<file path="config.mk">
export PLATFORM = sky130hd
export DESIGN_NAME = otp_cmd_dispatch
export DESIGN_NICKNAME = d
export VERILOG_FILES = /design/src/source/otp_emu_pkg.sv /design/src/source/otp_cmd_dispatch.sv
export SDC_FILE = /design/constraint.sdc
export NUM_CORES = 1
export LEC_CHECK = 0
export ABC_AREA = 1
export ABC_CLOCK_PERIOD_IN_PS = 4000
export BUFFER_PORTS_ARGS = -buffer_cell sky130_fd_sc_hd__buf_2
export CORE_AREA = 3 3 108 110
export CTS_BUF_LIST = sky130_fd_sc_hd__clkbuf_4 sky130_fd_sc_hd__clkbuf_8 sky130_fd_sc_hd__clkbuf_16
export CTS_CLUSTER_DIAMETER = 100
export DETAILED_ROUTE_END_ITERATION = 12
export DIE_AREA = 0 0 111 113
export GPL_TIMING_DRIVEN = 0
export SKIP_LAST_GASP = 1
export SYNTH_ARGS = -nofsm -noshare
export SYNTH_HDL_FRONTEND = slang
export SYNTH_SLANG_ARGS = --single-unit
</file>
<file path="constraint.sdc">
create_clock -name clk_i -period 4 [get_ports clk_i]
set_clock_uncertainty 0.15 [all_clocks]
set_input_delay 0.4 -clock clk_i [delete_from_list [all_inputs] [get_ports clk_i]]
set_output_delay 0.4 -clock clk_i [all_outputs]
set_load 0.01 [all_outputs]
</file>
<file path="src/source/otp_emu_pkg.sv">
/*
 * OTP emulator shared definitions
 * Command and error encodings plus the word and interface widths
 * used by the dispatcher, the banks and the response collector
 */
package otp_emu_pkg;

  ////////////////////
  // Widths
  ////////////////////

  // Native OTP word
  localparam int WordWidth = 16;
  // Size field holds the number of words minus one
  localparam int SizeWidth = 2;
  localparam int MaxWords  = 2 ** SizeWidth;
  // Interface data carries up to MaxWords native words
  localparam int IfWidth   = MaxWords * WordWidth;

  ////////////////////
  // Encodings
  ////////////////////

  // Command opcodes accepted at the command port
  typedef enum logic [1:0] {
    OtpInit  = 2'd0,
    OtpRead  = 2'd1,
    OtpWrite = 2'd2
  } otp_cmd_e;

  // Response status
  // Cmd error is a Read or Write to a bank still waiting for Init
  typedef enum logic [1:0] {
    OtpNoError         = 2'd0,
    OtpCmdError        = 2'd1,
    OtpWriteBlankError = 2'd2
  } otp_err_e;

endpackage

</file>
<file path="src/source/otp_cmd_dispatch.sv">
/*
 * OTP command dispatcher
 * Accepts external commands, keeps one credit counter per bank and
 * registers each accepted command onto the bank bus with a one-hot push
 */
`timescale 1ns/10ps

module otp_cmd_dispatch #(
  parameter  int NumBanks   = 4,
  parameter  int BankDepth  = 256,
  parameter  int QueueDepth = 2,
  localparam int AddrWidth  = $clog2(NumBanks) + $clog2(BankDepth)
) (
  input  logic                                clk_i,
  input  logic                                rst_ni,
  // External command port
  input  logic                                cmd_valid_i,
  output logic                                cmd_ready_o,
  input  otp_emu_pkg::otp_cmd_e               cmd_i,
  input  logic [otp_emu_pkg::SizeWidth-1:0]   size_i,
  input  logic [AddrWidth-1:0]                addr_i,
  input  logic [otp_emu_pkg::IfWidth-1:0]     wdata_i,
  // Credit return, one pulse per popped command
  input  logic [NumBanks-1:0]                 credit_i,
  // Broadcast bus to the banks
  output logic [NumBanks-1:0]                 bank_push_o,
  output otp_emu_pkg::otp_cmd_e               bank_cmd_o,
  output logic [otp_emu_pkg::SizeWidth-1:0]   bank_size_o,
  output logic [AddrWidth-1:0]                bank_addr_o,
  output logic [otp_emu_pkg::IfWidth-1:0]     bank_wdata_o
);

  import otp_emu_pkg::*;

  localparam int BankBits = $clog2(NumBanks);
  localparam int CntW     = $clog2(QueueDepth + 1);

  logic [CntW-1:0]     credit_q [NumBanks];
  logic                loaded_q;
  logic [BankBits-1:0] bank_sel;
  logic                accept;
  logic [NumBanks-1:0] push_sel;

  // Bank index sits in the upper address bits
  assign bank_sel = addr_i[AddrWidth-1 -: BankBits];

  // Held low for the cycle in which the credits load
  assign cmd_ready_o = loaded_q && (credit_q[bank_sel] != '0);
  assign accept      = cmd_valid_i && cmd_ready_o;
  assign push_sel    = accept ? (NumBanks'(1) << bank_sel) : '0;

  ////////////////////
  // Credit counters
  ////////////////////

  always_ff @(posedge clk_i or negedge rst_ni) begin : p_credit
    if (!rst_ni) begin
      loaded_q <= 1'b0;
      for (int b = 0; b < NumBanks; b++) begin
        credit_q[b] <= '0;
      end
    end else if (!loaded_q) begin
      loaded_q <= 1'b1;
      for (int b = 0; b < NumBanks; b++) begin
        credit_q[b] <= CntW'(QueueDepth);
      end
    end else begin
      // Push and return in the same cycle cancel out
      for (int b = 0; b < NumBanks; b++) begin
        if (push_sel[b] && !credit_i[b]) begin
          credit_q[b] <= credit_q[b] - 1'b1;
        end else if (credit_i[b] && !push_sel[b]) begin
          credit_q[b] <= credit_q[b] + 1'b1;
        end
      end
    end
  end

  ////////////////////
  // Bank bus
  ////////////////////

  always_ff @(posedge clk_i or negedge rst_ni) begin : p_push
    if (!rst_ni) begin
      bank_push_o <= '0;
    end else begin
      bank_push_o <= push_sel;
    end
  end

  // Payload only moves on an accepted command
  always_ff @(posedge clk_i) begin : p_bus
    if (accept) begin
      bank_cmd_o   <= cmd_i;
      bank_size_o  <= size_i;
      bank_addr_o  <= addr_i;
      bank_wdata_o <= wdata_i;
    end
  end

endmodule

</file>
==> flow_summary.ini <==
[final_layout]
area_delta_synth_final_pct = 37.55
nets = 471
stdcell_count = 531
drive_above_1_share = 0.4974

[synth]
ys_ff_latch = 91
synth_top_family_by_area = simple AND/OR/NAND/NOR gates
ys_seq_area_frac = 0.8254
synth-compound-area-share = 0
synthMuxAreaShare = 0
synth-xor-area-share = 0.01084
ys_warn_count = 0
synth.avg_cell_area_um2 = 15.61
synth_area_um2 = 3232
synth_nets = 292
ys_types = 15
synthAdderAreaFrac = 0
synth_cells = 207
yosys.area_share.simple = 0.1332

[power_and_ir_drop]
p_seq_frac = 0.597
clkPwrFrac = 0.298
pwr-share-comb = 0.105
p_leak_nw = 2.022
power.density_nw_per_um2 = 416.7
internal_power_w = 0.001390
p_sw_frac = 0.2498
irDropWorstVdd_mv = 0.1504
netSwitchingPower_w = 0.0004627

[detailed_routing]
wire_per_inst_um = 14.94
firstDrtPassIters = 4
ant_nets = 0
wirelength_mm = 7.935
dr_total_vias = 2276
drc = 0
drt-initial-drc-count = 165
via_per_inst = 4.286

[global_routing]
use_met1 = 0.1577
grt_first_pass_wirelength_mm = 12.08
overflow = 0
grt_usage = 0.1251
busiest_layer = met2
met3_usage = 0.04064
grt_max_degree = 61
antenna_found_initial = 2
grt_pass1_vias = 2202
met2_usage = 0.1998

[floorplan]
start_util = 0.2994
die_area_um2 = 12540
rows = 38
die_w_um = 111
io_pins = 168
dieHeight_um = 113
core_um2 = 10790

[critical_path]
path_max_fanout = 60
rr_worst_depth = 9
worstSetupEndpointType = flop
r2r_slack_ns = 1.94
crit_type = reg -> reg
arrival_ns = 1.94
start_kind = flop
worstPathRequired_ns = 3.87

[sta]
worstMarginPinSlew_ns = 0.5051
setup_ws_ns = 1.937
tns_ns = 0
fin_crit_sh = 0.5159
rsz0062_at_grt = false
finalHoldViolCount = 0
setup_viol = 0
layout_min_cycle_time_ns = 2.063
relSlewSlack = 0.6633
slew_violations = 0
fmaxAchievable_mhz = 484.6

[clock_tree]
cts_resized = 0
htreeDepth = 3
root_buffer = clkbuf_8
clock_latency_ns = 0.35
cts_buffers = 9
postCtsSetupBuffers = 0
clk_pin_slew_ns = 0.09
cts.sinks = 91
clockBufferDepth = 2
cts_tree = yes

[worst_hold_path]
hold_depth = 1
hp-class = in -> reg

[run_status]
outcome = finished clean

[place]
dpl.hpwl_mm = 6.032
dpl.cell_count = 514
finalWeightedCongestion = 0.8072
pre_cts_ws_ns = 1.609
io_buffer_count = 166

[job]
max-cap-violations = 0
## worst max-delay path, stage by stage, from the launching register on
cell and delay (ns):
dfrtp_1 0.44, inv_1 0.06, nand2_1 0.06, nand2_1 0.05, nand2_1 0.09, nor2_2 0.06
nor2_8 0.14, nand2_1 0.11, inv_4 0.23, buf_16 0.30
## power groups by stage
stage	sequential [W]	combinational, W	clock (W)
3_3_place_gp	0.00113	0.000186	0
6_report	0.00111	0.000194	0.000552
3_5_place_dp	0.00113	0.000196	0
5_1_grt	0.00111	0.000216	0.000625
2_1_floorplan	0.00115	0.0000739	0
4_1_cts	0.00111	0.000197	0.000578
## layout by cell type (no fill, tap or decap), drive strengths merged
cell and count:
buf 170, edfxtp 78, nand2 36, nor2 27
inv 23, nand4 16, dfrtp 13, clkbuf 9
nand3 8, xor2 4, clkinvlp 2, clkinv 2
diode 1, dlygate4sd3 1, conb 1
## layout make-up
class | count | area (µm²)
Multi-Input combinational cell | 92 | 469.2
Inverter | 21 | 81.33
Tap cell | 140 | 175.2
Buffer | 3 | 16.27
Clock inverter | 6 | 41.29
Clock buffer | 9 | 123.9
Antenna cell | 1 | 2.502
Sequential cell | 91 | 2668
Timing Repair Buffer | 168 | 868.3
Fill cell | 1017 | 6347
## kinds of logic (layout without fill, tap and decap cells)
kind of cell	count (synthesis)	count (layout)
flops	91	91
other cells	1	2
buf+inv	24	207
simple gates	87	87
xor+xnor	4	4
## repair_timing
item | in CTS | in global routing
hold buffers | 1 | 0
endpoints found under the setup margin | 0 | 0
endpoints found under the hold margin | 13 | 0
## final timing paths
kind / to / start
worst max-delay path: bank_wdata_o[23] / credit_q[4]
worst min-delay path: bank_wdata_o[27] / wdata_i[27]
worst max register to register: bank_wdata_o[23] / credit_q[4]
worst min register to register: bank_push_o[0] / loaded_q
max in group asynchronous: credit_q[0] / rst_ni
min in group asynchronous: credit_q[1] / rst_ni
## Yosys cell counts (all sizes together)
cell | count | area, µm²
buf | 3 | 16.26
conb | 1 | 3.750
dfrtp | 13 | 325.3
edfxtp | 78 | 2342
inv | 21 | 78.83
nand2 | 36 | 135.1
nand3 | 8 | 40.04
nand4 | 16 | 125.1
nor2 | 27 | 130.1
xor2 | 4 | 35.03
## sequential cells by signal, indices dropped and copies added (netlist names)
register / count
bank_addr_o: 10
bank_cmd_o: 2
bank_push_o: 4
bank_size_o: 2
bank_wdata_o: 64
credit_q: 8
loaded_q: 1
## metrics by stage
step / power, W / instance area [µm²] / util / hold WS [ns]
2_1_floorplan: 0.001223 / 3232 / - / -0.04559
3_3_place_gp: 0.001317 / 4238 / 0.3927 / 0.1632
3_5_place_dp: 0.001324 / 4268 / 0.3954 / 0.1687
4_1_cts: 0.001882 / 4443 / 0.4117 / 0.04386
5_1_grt: 0.001953 / 4446 / 0.4119 / 0.04043
6_report: 0.001852 / 4446 / 0.4119 / 0.06703
## layer usage
metal,vias up,wire length (µm)
met5,-,7
met4,2,127
met3,13,673
met2,110,3850
met1,1072,3276
li1,1079,-
Note: power is estimated with default switching activity, not from simulation.
