`config.mk`:
```
export PLATFORM = sky130hd
export DESIGN_NAME = otp_rsp_collect
export DESIGN_NICKNAME = d
export VERILOG_FILES = /design/src/source/otp_emu_pkg.sv /design/src/source/otp_rsp_collect.sv
export SDC_FILE = /design/constraint.sdc
export NUM_CORES = 1
export LEC_CHECK = 0
export ABC_AREA = 1
export BUFFER_PORTS_ARGS = -buffer_cell sky130_fd_sc_hd__buf_2
export CAP_MARGIN = 10
export CORE_AREA = 5 5 151 153
export DETAILED_ROUTE_END_ITERATION = 7
export DIE_AREA = 0 0 156 158
export GPL_TIMING_DRIVEN = 1
export MAX_ROUTING_LAYER = met4
export RECOVER_POWER = 100
export SLEW_MARGIN = 15
export SYNTH_ARGS = -nofsm -noshare
export SYNTH_HDL_FRONTEND = slang
export SYNTH_SLANG_ARGS = --single-unit
```
`constraint.sdc`:
```
create_clock -name clk_i -period 5.41 [get_ports clk_i]
set_clock_uncertainty 0.2 [all_clocks]
set_input_delay 0.8115 -clock clk_i [delete_from_list [all_inputs] [get_ports clk_i]]
set_output_delay 0.8115 -clock clk_i [all_outputs]
set_load 0.05 [all_outputs]
```
`src/source/otp_emu_pkg.sv`:
```
/*
 * OTP emulator shared definitions
 * Command and error encodings plus the word and interface widths
 * used by the dispatcher, the banks and the response collector
 */
package otp_emu_pkg;

  ////////////////////
  // Widths
  ////////////////////

  // Native OTP word
  localparam int WordWidth = 16;
  // Size field holds the number of words minus one
  localparam int SizeWidth = 2;
  localparam int MaxWords  = 2 ** SizeWidth;
  // Interface data carries up to MaxWords native words
  localparam int IfWidth   = MaxWords * WordWidth;

  ////////////////////
  // Encodings
  ////////////////////

  // Command opcodes accepted at the command port
  typedef enum logic [1:0] {
    OtpInit  = 2'd0,
    OtpRead  = 2'd1,
    OtpWrite = 2'd2
  } otp_cmd_e;

  // Response status
  // Cmd error is a Read or Write to a bank still waiting for Init
  typedef enum logic [1:0] {
    OtpNoError         = 2'd0,
    OtpCmdError        = 2'd1,
    OtpWriteBlankError = 2'd2
  } otp_err_e;

endpackage

```
`src/source/otp_rsp_collect.sv`:
```
/*
 * OTP response collector
 * Round-robin arbiter over the bank responses feeding one output register
 */
`timescale 1ns/10ps

module otp_rsp_collect #(
  parameter  int NumBanks  = 4,
  parameter  int BankDepth = 256,
  localparam int AddrWidth = $clog2(NumBanks) + $clog2(BankDepth)
) (
  input  logic                              clk_i,
  input  logic                              rst_ni,
  // Bank side
  input  logic [NumBanks-1:0]               bank_valid_i,
  input  logic [otp_emu_pkg::IfWidth-1:0]   bank_rdata_i [NumBanks],
  input  otp_emu_pkg::otp_err_e             bank_err_i   [NumBanks],
  input  logic [AddrWidth-1:0]              bank_addr_i  [NumBanks],
  output logic [NumBanks-1:0]               rsp_grant_o,
  // External response port
  output logic                              rsp_valid_o,
  input  logic                              rsp_ready_i,
  output logic [otp_emu_pkg::IfWidth-1:0]   rsp_rdata_o,
  output otp_emu_pkg::otp_err_e             rsp_err_o,
  output logic [AddrWidth-1:0]              rsp_addr_o
);

  import otp_emu_pkg::*;

  localparam int IdxW = $clog2(NumBanks);

  logic [IdxW-1:0] last_q, gnt_idx;
  logic            gnt_found, can_load, gnt;

  // Output register is free or drains this cycle
  assign can_load = !rsp_valid_o || rsp_ready_i;
  assign gnt      = can_load && gnt_found;

  // Search starts one past the last granted bank
  always_comb begin : p_arb
    logic [IdxW-1:0] cand;
    gnt_idx   = last_q;
    gnt_found = 1'b0;
    for (int k = 1; k <= NumBanks; k++) begin
      cand = IdxW'(int'(last_q) + k);
      if (!gnt_found && bank_valid_i[cand]) begin
        gnt_found = 1'b1;
        gnt_idx   = cand;
      end
    end
  end

  assign rsp_grant_o = gnt ? (NumBanks'(1) << gnt_idx) : '0;

  ////////////////////
  // Output register
  ////////////////////

  always_ff @(posedge clk_i or negedge rst_ni) begin : p_ctrl
    if (!rst_ni) begin
      rsp_valid_o <= 1'b0;
      last_q      <= '0;
    end else if (gnt) begin
      rsp_valid_o <= 1'b1;
      last_q      <= gnt_idx;
    end else if (rsp_ready_i) begin
      rsp_valid_o <= 1'b0;
    end
  end

  always_ff @(posedge clk_i) begin : p_data
    if (gnt) begin
      rsp_rdata_o <= bank_rdata_i[gnt_idx];
      rsp_err_o   <= bank_err_i[gnt_idx];
      rsp_addr_o  <= bank_addr_i[gnt_idx];
    end
  end

endmodule

```
==> flow_metrics.env, run 1 <==
export IMPL_clk_latency_ps=330
export IMPL_clock_sinks=79
export IMPL_clk_pin_slew_ps=60
export IMPL_yosys_warnings=0
export IMPL_rr_startpoint="last_q[0]"
export IMPL_finalSetupViolCount=0
export IMPL_gr_total_overflow=0
export IMPL_synth_seq_cells=79
export IMPL_required_ps=4400
export IMPL_period_share=0.8165
export IMPL_syn_area_um2=6117
export IMPL_min_period_ps=4417
export IMPL_maxSlewViolCount=0
export IMPL_drive_gt1_frac=0.2795
export IMPL_synth_edf_count=76
export IMPL_end_kind="output port"
export IMPL_track_usage=0.1964
export IMPL_status="completed"
export IMPL_drtAntennaViolNets=0
export IMPL_synth_common_cells="nand2_1, nand3_1, edfxtp_1"
export IMPL_crit_start="last_q[0]"
export IMPL_holdWs_ps=94.21
export IMPL_seq_area_frac_synth=0.3854
export IMPL_yosysTopAreaCellShare=0.3731
export IMPL_hpwl_mm=18.52
export IMPL_synth_area_leaders="edfxtp_1, nand3_1, nand2_1, buf_2, buf_4"
export IMPL_rsz0062_at_grt="no"
export IMPL_num_io_pins=392
export IMPL_hold_viol=0
export IMPL_cts_hold_buf=0
export IMPL_coreArea_um2=21420
export IMPL_grt_pass1_wl_mm=37.32
export IMPL_grt_max_degree=108
export IMPL_rows=54
export IMPL_synthToLayoutAreaGrowth_pct=34.73
export IMPL_first_iter_violations=538
export IMPL_synth_cell_type_count=19
export IMPL_ys_async_sr_fraction=0.03797
export IMPL_post_cts_buffers=0
export IMPL_reg2reg_slack_ps=1090
export IMPL_fp_dieW_um=156
export IMPL_postCtsResizedCells=0
export IMPL_die_area_um2=24650
export IMPL_viasPerCell=4.852
export IMPL_antenna_found_initial=6
export IMPL_r2r_end="rsp_addr_o[0]"
export IMPL_synth_top_cell_by_area="edfxtp_1"
export IMPL_wirelength_mm=25.17
export IMPL_arrival_ps=3410
export IMPL_worstMarginPinSlew_ps=1202
export IMPL_avgSynthCellArea_um2=6.715
export IMPL_slew_headroom=0.1985
export IMPL_synthFlopType="edfxtp_1"
export IMPL_yosysMostFrequentCell="nand2_1"
export IMPL_fmax_mhz=226.4
export IMPL_cts_buffers=9
export IMPL_layout_nets=1551
export IMPL_cts_root_buf="clkbuf_16"
export IMPL_clockBufferDepth=2
export IMPL_crit_path_max_fanout=55
export IMPL_drv_cap=0
export IMPL_firstDrtPassIters=7
export IMPL_place_congestion=0.8833
export IMPL_vias=7428
export IMPL_grt_pass1_vias=6913
export IMPL_io_buffer_count=391
export IMPL_start_util=0.2856
export IMPL_worst_r2r_cell_count=13
export IMPL_critPathKind="reg -> out"
export IMPL_cts_tree="yes"
export IMPL_die_height_um=158
export IMPL_wl_per_cell_um=16.44
export IMPL_syn_inst=911
export IMPL_htreeDepth=3
export IMPL_worstSetupStartpointType="register"
export IMPL_tns_ps=0
export IMPL_syn_num_nets=1222
export IMPL_drc_errors=0
export IMPL_hold_class="in -> async"
[how the worst max path moves through the flow]
stage / end / slack [ps]
after global routing: rsp_rdata_o[25] / 610
after detailed placement: rsp_grant_o[1] / 1580
final: rsp_grant_o[0] / 990
after CTS: rsp_grant_o[1] / 1380
after floorplan: rsp_grant_o[1] / 580
after global placement: rsp_grant_o[3] / 1590
[flip-flops by register name, summed over array words and instances (netlist names)]
name and flops:
rsp_rdata_o 64, rsp_addr_o 10, last_q 2, rsp_err_o 2, rsp_valid_o 1
[cell usage in the layout (no fill, tap or decap)]
cell type     n
buf_2       313
buf_4         6
bufinv_16     2
clkbuf_1     78
clkbuf_16     9
clkbuf_2      1
clkbuf_4      1
clkinv_1      1
clkinv_4      3
clkinvlp_2    2
clkinvlp_4    1
dfrtp_1       3
diode_2       6
edfxtp_1     76
inv_1         1
inv_2         2
inv_4         1
nand2_1     417
nand2_2       1
nand2_4       3
nand3_1     312
nand3_2       1
nand3_4       2
nor2_1        6
o21ai_0       2
o21bai_1      1
[cells by family after synthesis]
family / Yosys count / synth area share
AO/OA/AOI/OAI: 3 / 0.002864
AND/OR/NAND/NOR: 742 / 0.5316
buffers and inverters: 87 / 0.08018
flip-flops: 79 / 0.3854
[per-layer routing]
metal / vias up / global-route usage / part of all wire
met5: - / - / 0
met4: 0 / 0.06044 / 0.024
met3: 33 / 0.04565 / 0.095
met2: 337 / 0.3227 / 0.48
met1: 3340 / 0.2408 / 0.40
li1: 3718 / - / -
[final cells by class]
cell class	instances	area (um2)
clock inverter	7	97.59
sequential	79	2357
antenna	6	15.01
timing repair buffer	399	1917
multi-input combinational	745	3252
tap	280	350.3
inverter	6	27.53
clock buffer	9	225.2
fill	2427	13180
[worst max-delay path, stage by stage (launching register included)]
cell and delay (ps):
dfrtp_1 610, clkinvlp_2 530, nand2_1 170, nand2_1 110
nand2_1 80, nand2_1 80, nand2_1 180, nand2_1 170
nand2_4 460, nand3_1 210, nor2_1 140, buf_2 290
[stage by stage]
step	utilization	area, um2	worst slack (ps)	cells
CTS	0.3900	8353	1383	1525
global placement	0.3749	8030	1589	1509
global route	0.3847	8239	605.9	1530
detailed placement	0.3749	8030	1582	1509
finish	0.3848	8242	992.9	1531
floorplan	-	6117	580.8	911
Power of run 1 is not shown: default switching activity piles up to over one toggle a cycle in this logic, so the estimate is an artifact.
==> run 2, diff against run 1 <==
CORE_AREA = 5 5 147 149   (was 5 5 151 153)
DIE_AREA = 0 0 152 154   (was 0 0 156 158)
clock period = 4.4 ns   (was 5.41 ns; I/O delays follow)
==> flow_metrics.env, run 2 (synthesis gave the netlist of run 1 again) <==
export IMPL_status="completed"
export IMPL_reg2reg_slack_ps=880
export IMPL_endpoint="rsp_grant_o[2]"
export IMPL_drive_gt1_frac=0.2778
export IMPL_clock_sinks=79
export IMPL_final_common_cell="nand2_1"
export IMPL_worstMarginPinSlew_ps=1321
export IMPL_arrival_ps=2760
export IMPL_end_kind="output port"
export IMPL_fp_dieW_um=152
export IMPL_largest_reg_flops=64
export IMPL_rr_startpoint="last_q[0]"
export IMPL_top_regs="rsp_rdata_o x64, rsp_addr_o x10"
export IMPL_grt_max_degree=153
export IMPL_maxSlewViolCount=0
export IMPL_track_usage=0.2028
export IMPL_antenna_found_initial=4
export IMPL_period_share=0.8217
export IMPL_worstSetupStartpointType="register"
export IMPL_htreeDepth=3
export IMPL_crit_start="last_q[0]"
export IMPL_min_period_ps=3615
export IMPL_fmax_mhz=276.6
export IMPL_worst_r2r_cell_count=12
export IMPL_cts_buffers=9
export IMPL_fin_util=0.4116
export IMPL_grt_pass1_vias=6753
export IMPL_die_height_um=154
export IMPL_final_cell_mix="nand2_1, nand3_1, buf_2"
export IMPL_critPathKind="reg -> out"
export IMPL_viasPerCell=4.920
export IMPL_clk_latency_ps=340
export IMPL_vias=7493
export IMPL_clockBufferDepth=2
export IMPL_first_iter_violations=535
export IMPL_firstDrtPassIters=5
export IMPL_slew_headroom=0.1196
export IMPL_cts_root_buf="clkbuf_16"
export IMPL_hold_class="reg -> reg"
export IMPL_start_util=0.3053
export IMPL_coreArea_um2=20040
export IMPL_rows=52
export IMPL_cts_tree="yes"
export IMPL_synthToLayoutAreaGrowth_pct=34.83
export IMPL_die_area_um2=23410
export IMPL_rsz0062_at_grt="no"
export IMPL_drv_cap=0
export IMPL_hpwl_mm=18.55
export IMPL_wl_per_cell_um=16.40
export IMPL_post_cts_buffers=0
export IMPL_wirelength_mm=24.98
export IMPL_num_io_pins=392
export IMPL_gr_total_overflow=0
export IMPL_crit_path_max_fanout=33
export IMPL_io_buffer_count=391
export IMPL_drtAntennaViolNets=0
export IMPL_r2r_end="rsp_addr_o[2]"
export IMPL_postCtsResizedCells=0
export IMPL_drc_errors=0
export IMPL_hold_viol=0
export IMPL_final_cells=1523
export IMPL_place_congestion=0.9002
export IMPL_tns_ps=0
export IMPL_finalSetupViolCount=0
export IMPL_required_ps=3540
export IMPL_clk_pin_slew_ps=60
export IMPL_regMostFlops="rsp_rdata_o"
export IMPL_dpl_cell_count=1503
export IMPL_layout_nets=1556
export IMPL_holdWs_ps=316.7
export IMPL_grt_pass1_wl_mm=37.34
[run 2: cell types whose count changed in the layout (fill, tap and decap cells not counted), moves of 2 or more]
cell,delta
clkinv_4,-3
clkbuf_2,+3
buf_2,-2
diode_2,-2
clkbuf_1,+4
[run 2: how the worst min path moves through the flow]
stage	startpoint	endpoint	slack (ps)	depth (start not counted)
floorplan	rst_ni	last_q[0]	160	0
global placement	rst_ni	rsp_valid_o	260	1
detailed placement	rst_ni	rsp_valid_o	260	1
CTS	rsp_valid_o	rsp_valid_o	320	2
global route	rsp_valid_o	rsp_valid_o	360	2
finish	rsp_valid_o	rsp_valid_o	320	2
[run 2: final cells by class]
type	instances	area, um2
diodes	4	10.01
clock buffers	11	232.7
clock inverters	4	71.32
fillers	2240	11790
inverters	6	30.03
multi-input cells	745	3249
flip-flops and latches	79	2357
well taps	270	337.8
repair buffers	404	1959
[run 2: critical path, cell delays in order (launching register included)]
cell and delay (ps):
dfrtp_1 560, inv_6 190, nand2_1 60, nand2_1 100
nand2_1 90, nand2_1 130, clkinvlp_2 250, nand3_1 200
inv_2 50, nand2_1 90, nand2_4 240, nor2_1 170
buf_2 280
[run 2: repair_timing]
item,in CTS,in global routing
endpoints found under the setup margin,0,0
endpoints found under the hold margin,3,0
hold buffers,1,0
[run 2: per-stage QoR]
stage / setup slack [ps] / instance area, um2
after floorplan: 672.6 / 6121
after global routing: 535.4 / 8248
final: 784.5 / 8248
after CTS: 1012 / 8377
after detailed placement: 1382 / 8063
after global placement: 1408 / 8063
[run 2: layer usage]
metal  vias to the layer above  share of wire  track usage
li1                       3726              -            -
met1                      3393           0.41       0.2523
met2                       348           0.50       0.3283
met3                        26          0.076      0.04694
met4                         0          0.017      0.06507
met5                         -              0            -
Power of run 2 is left out for the same reason.
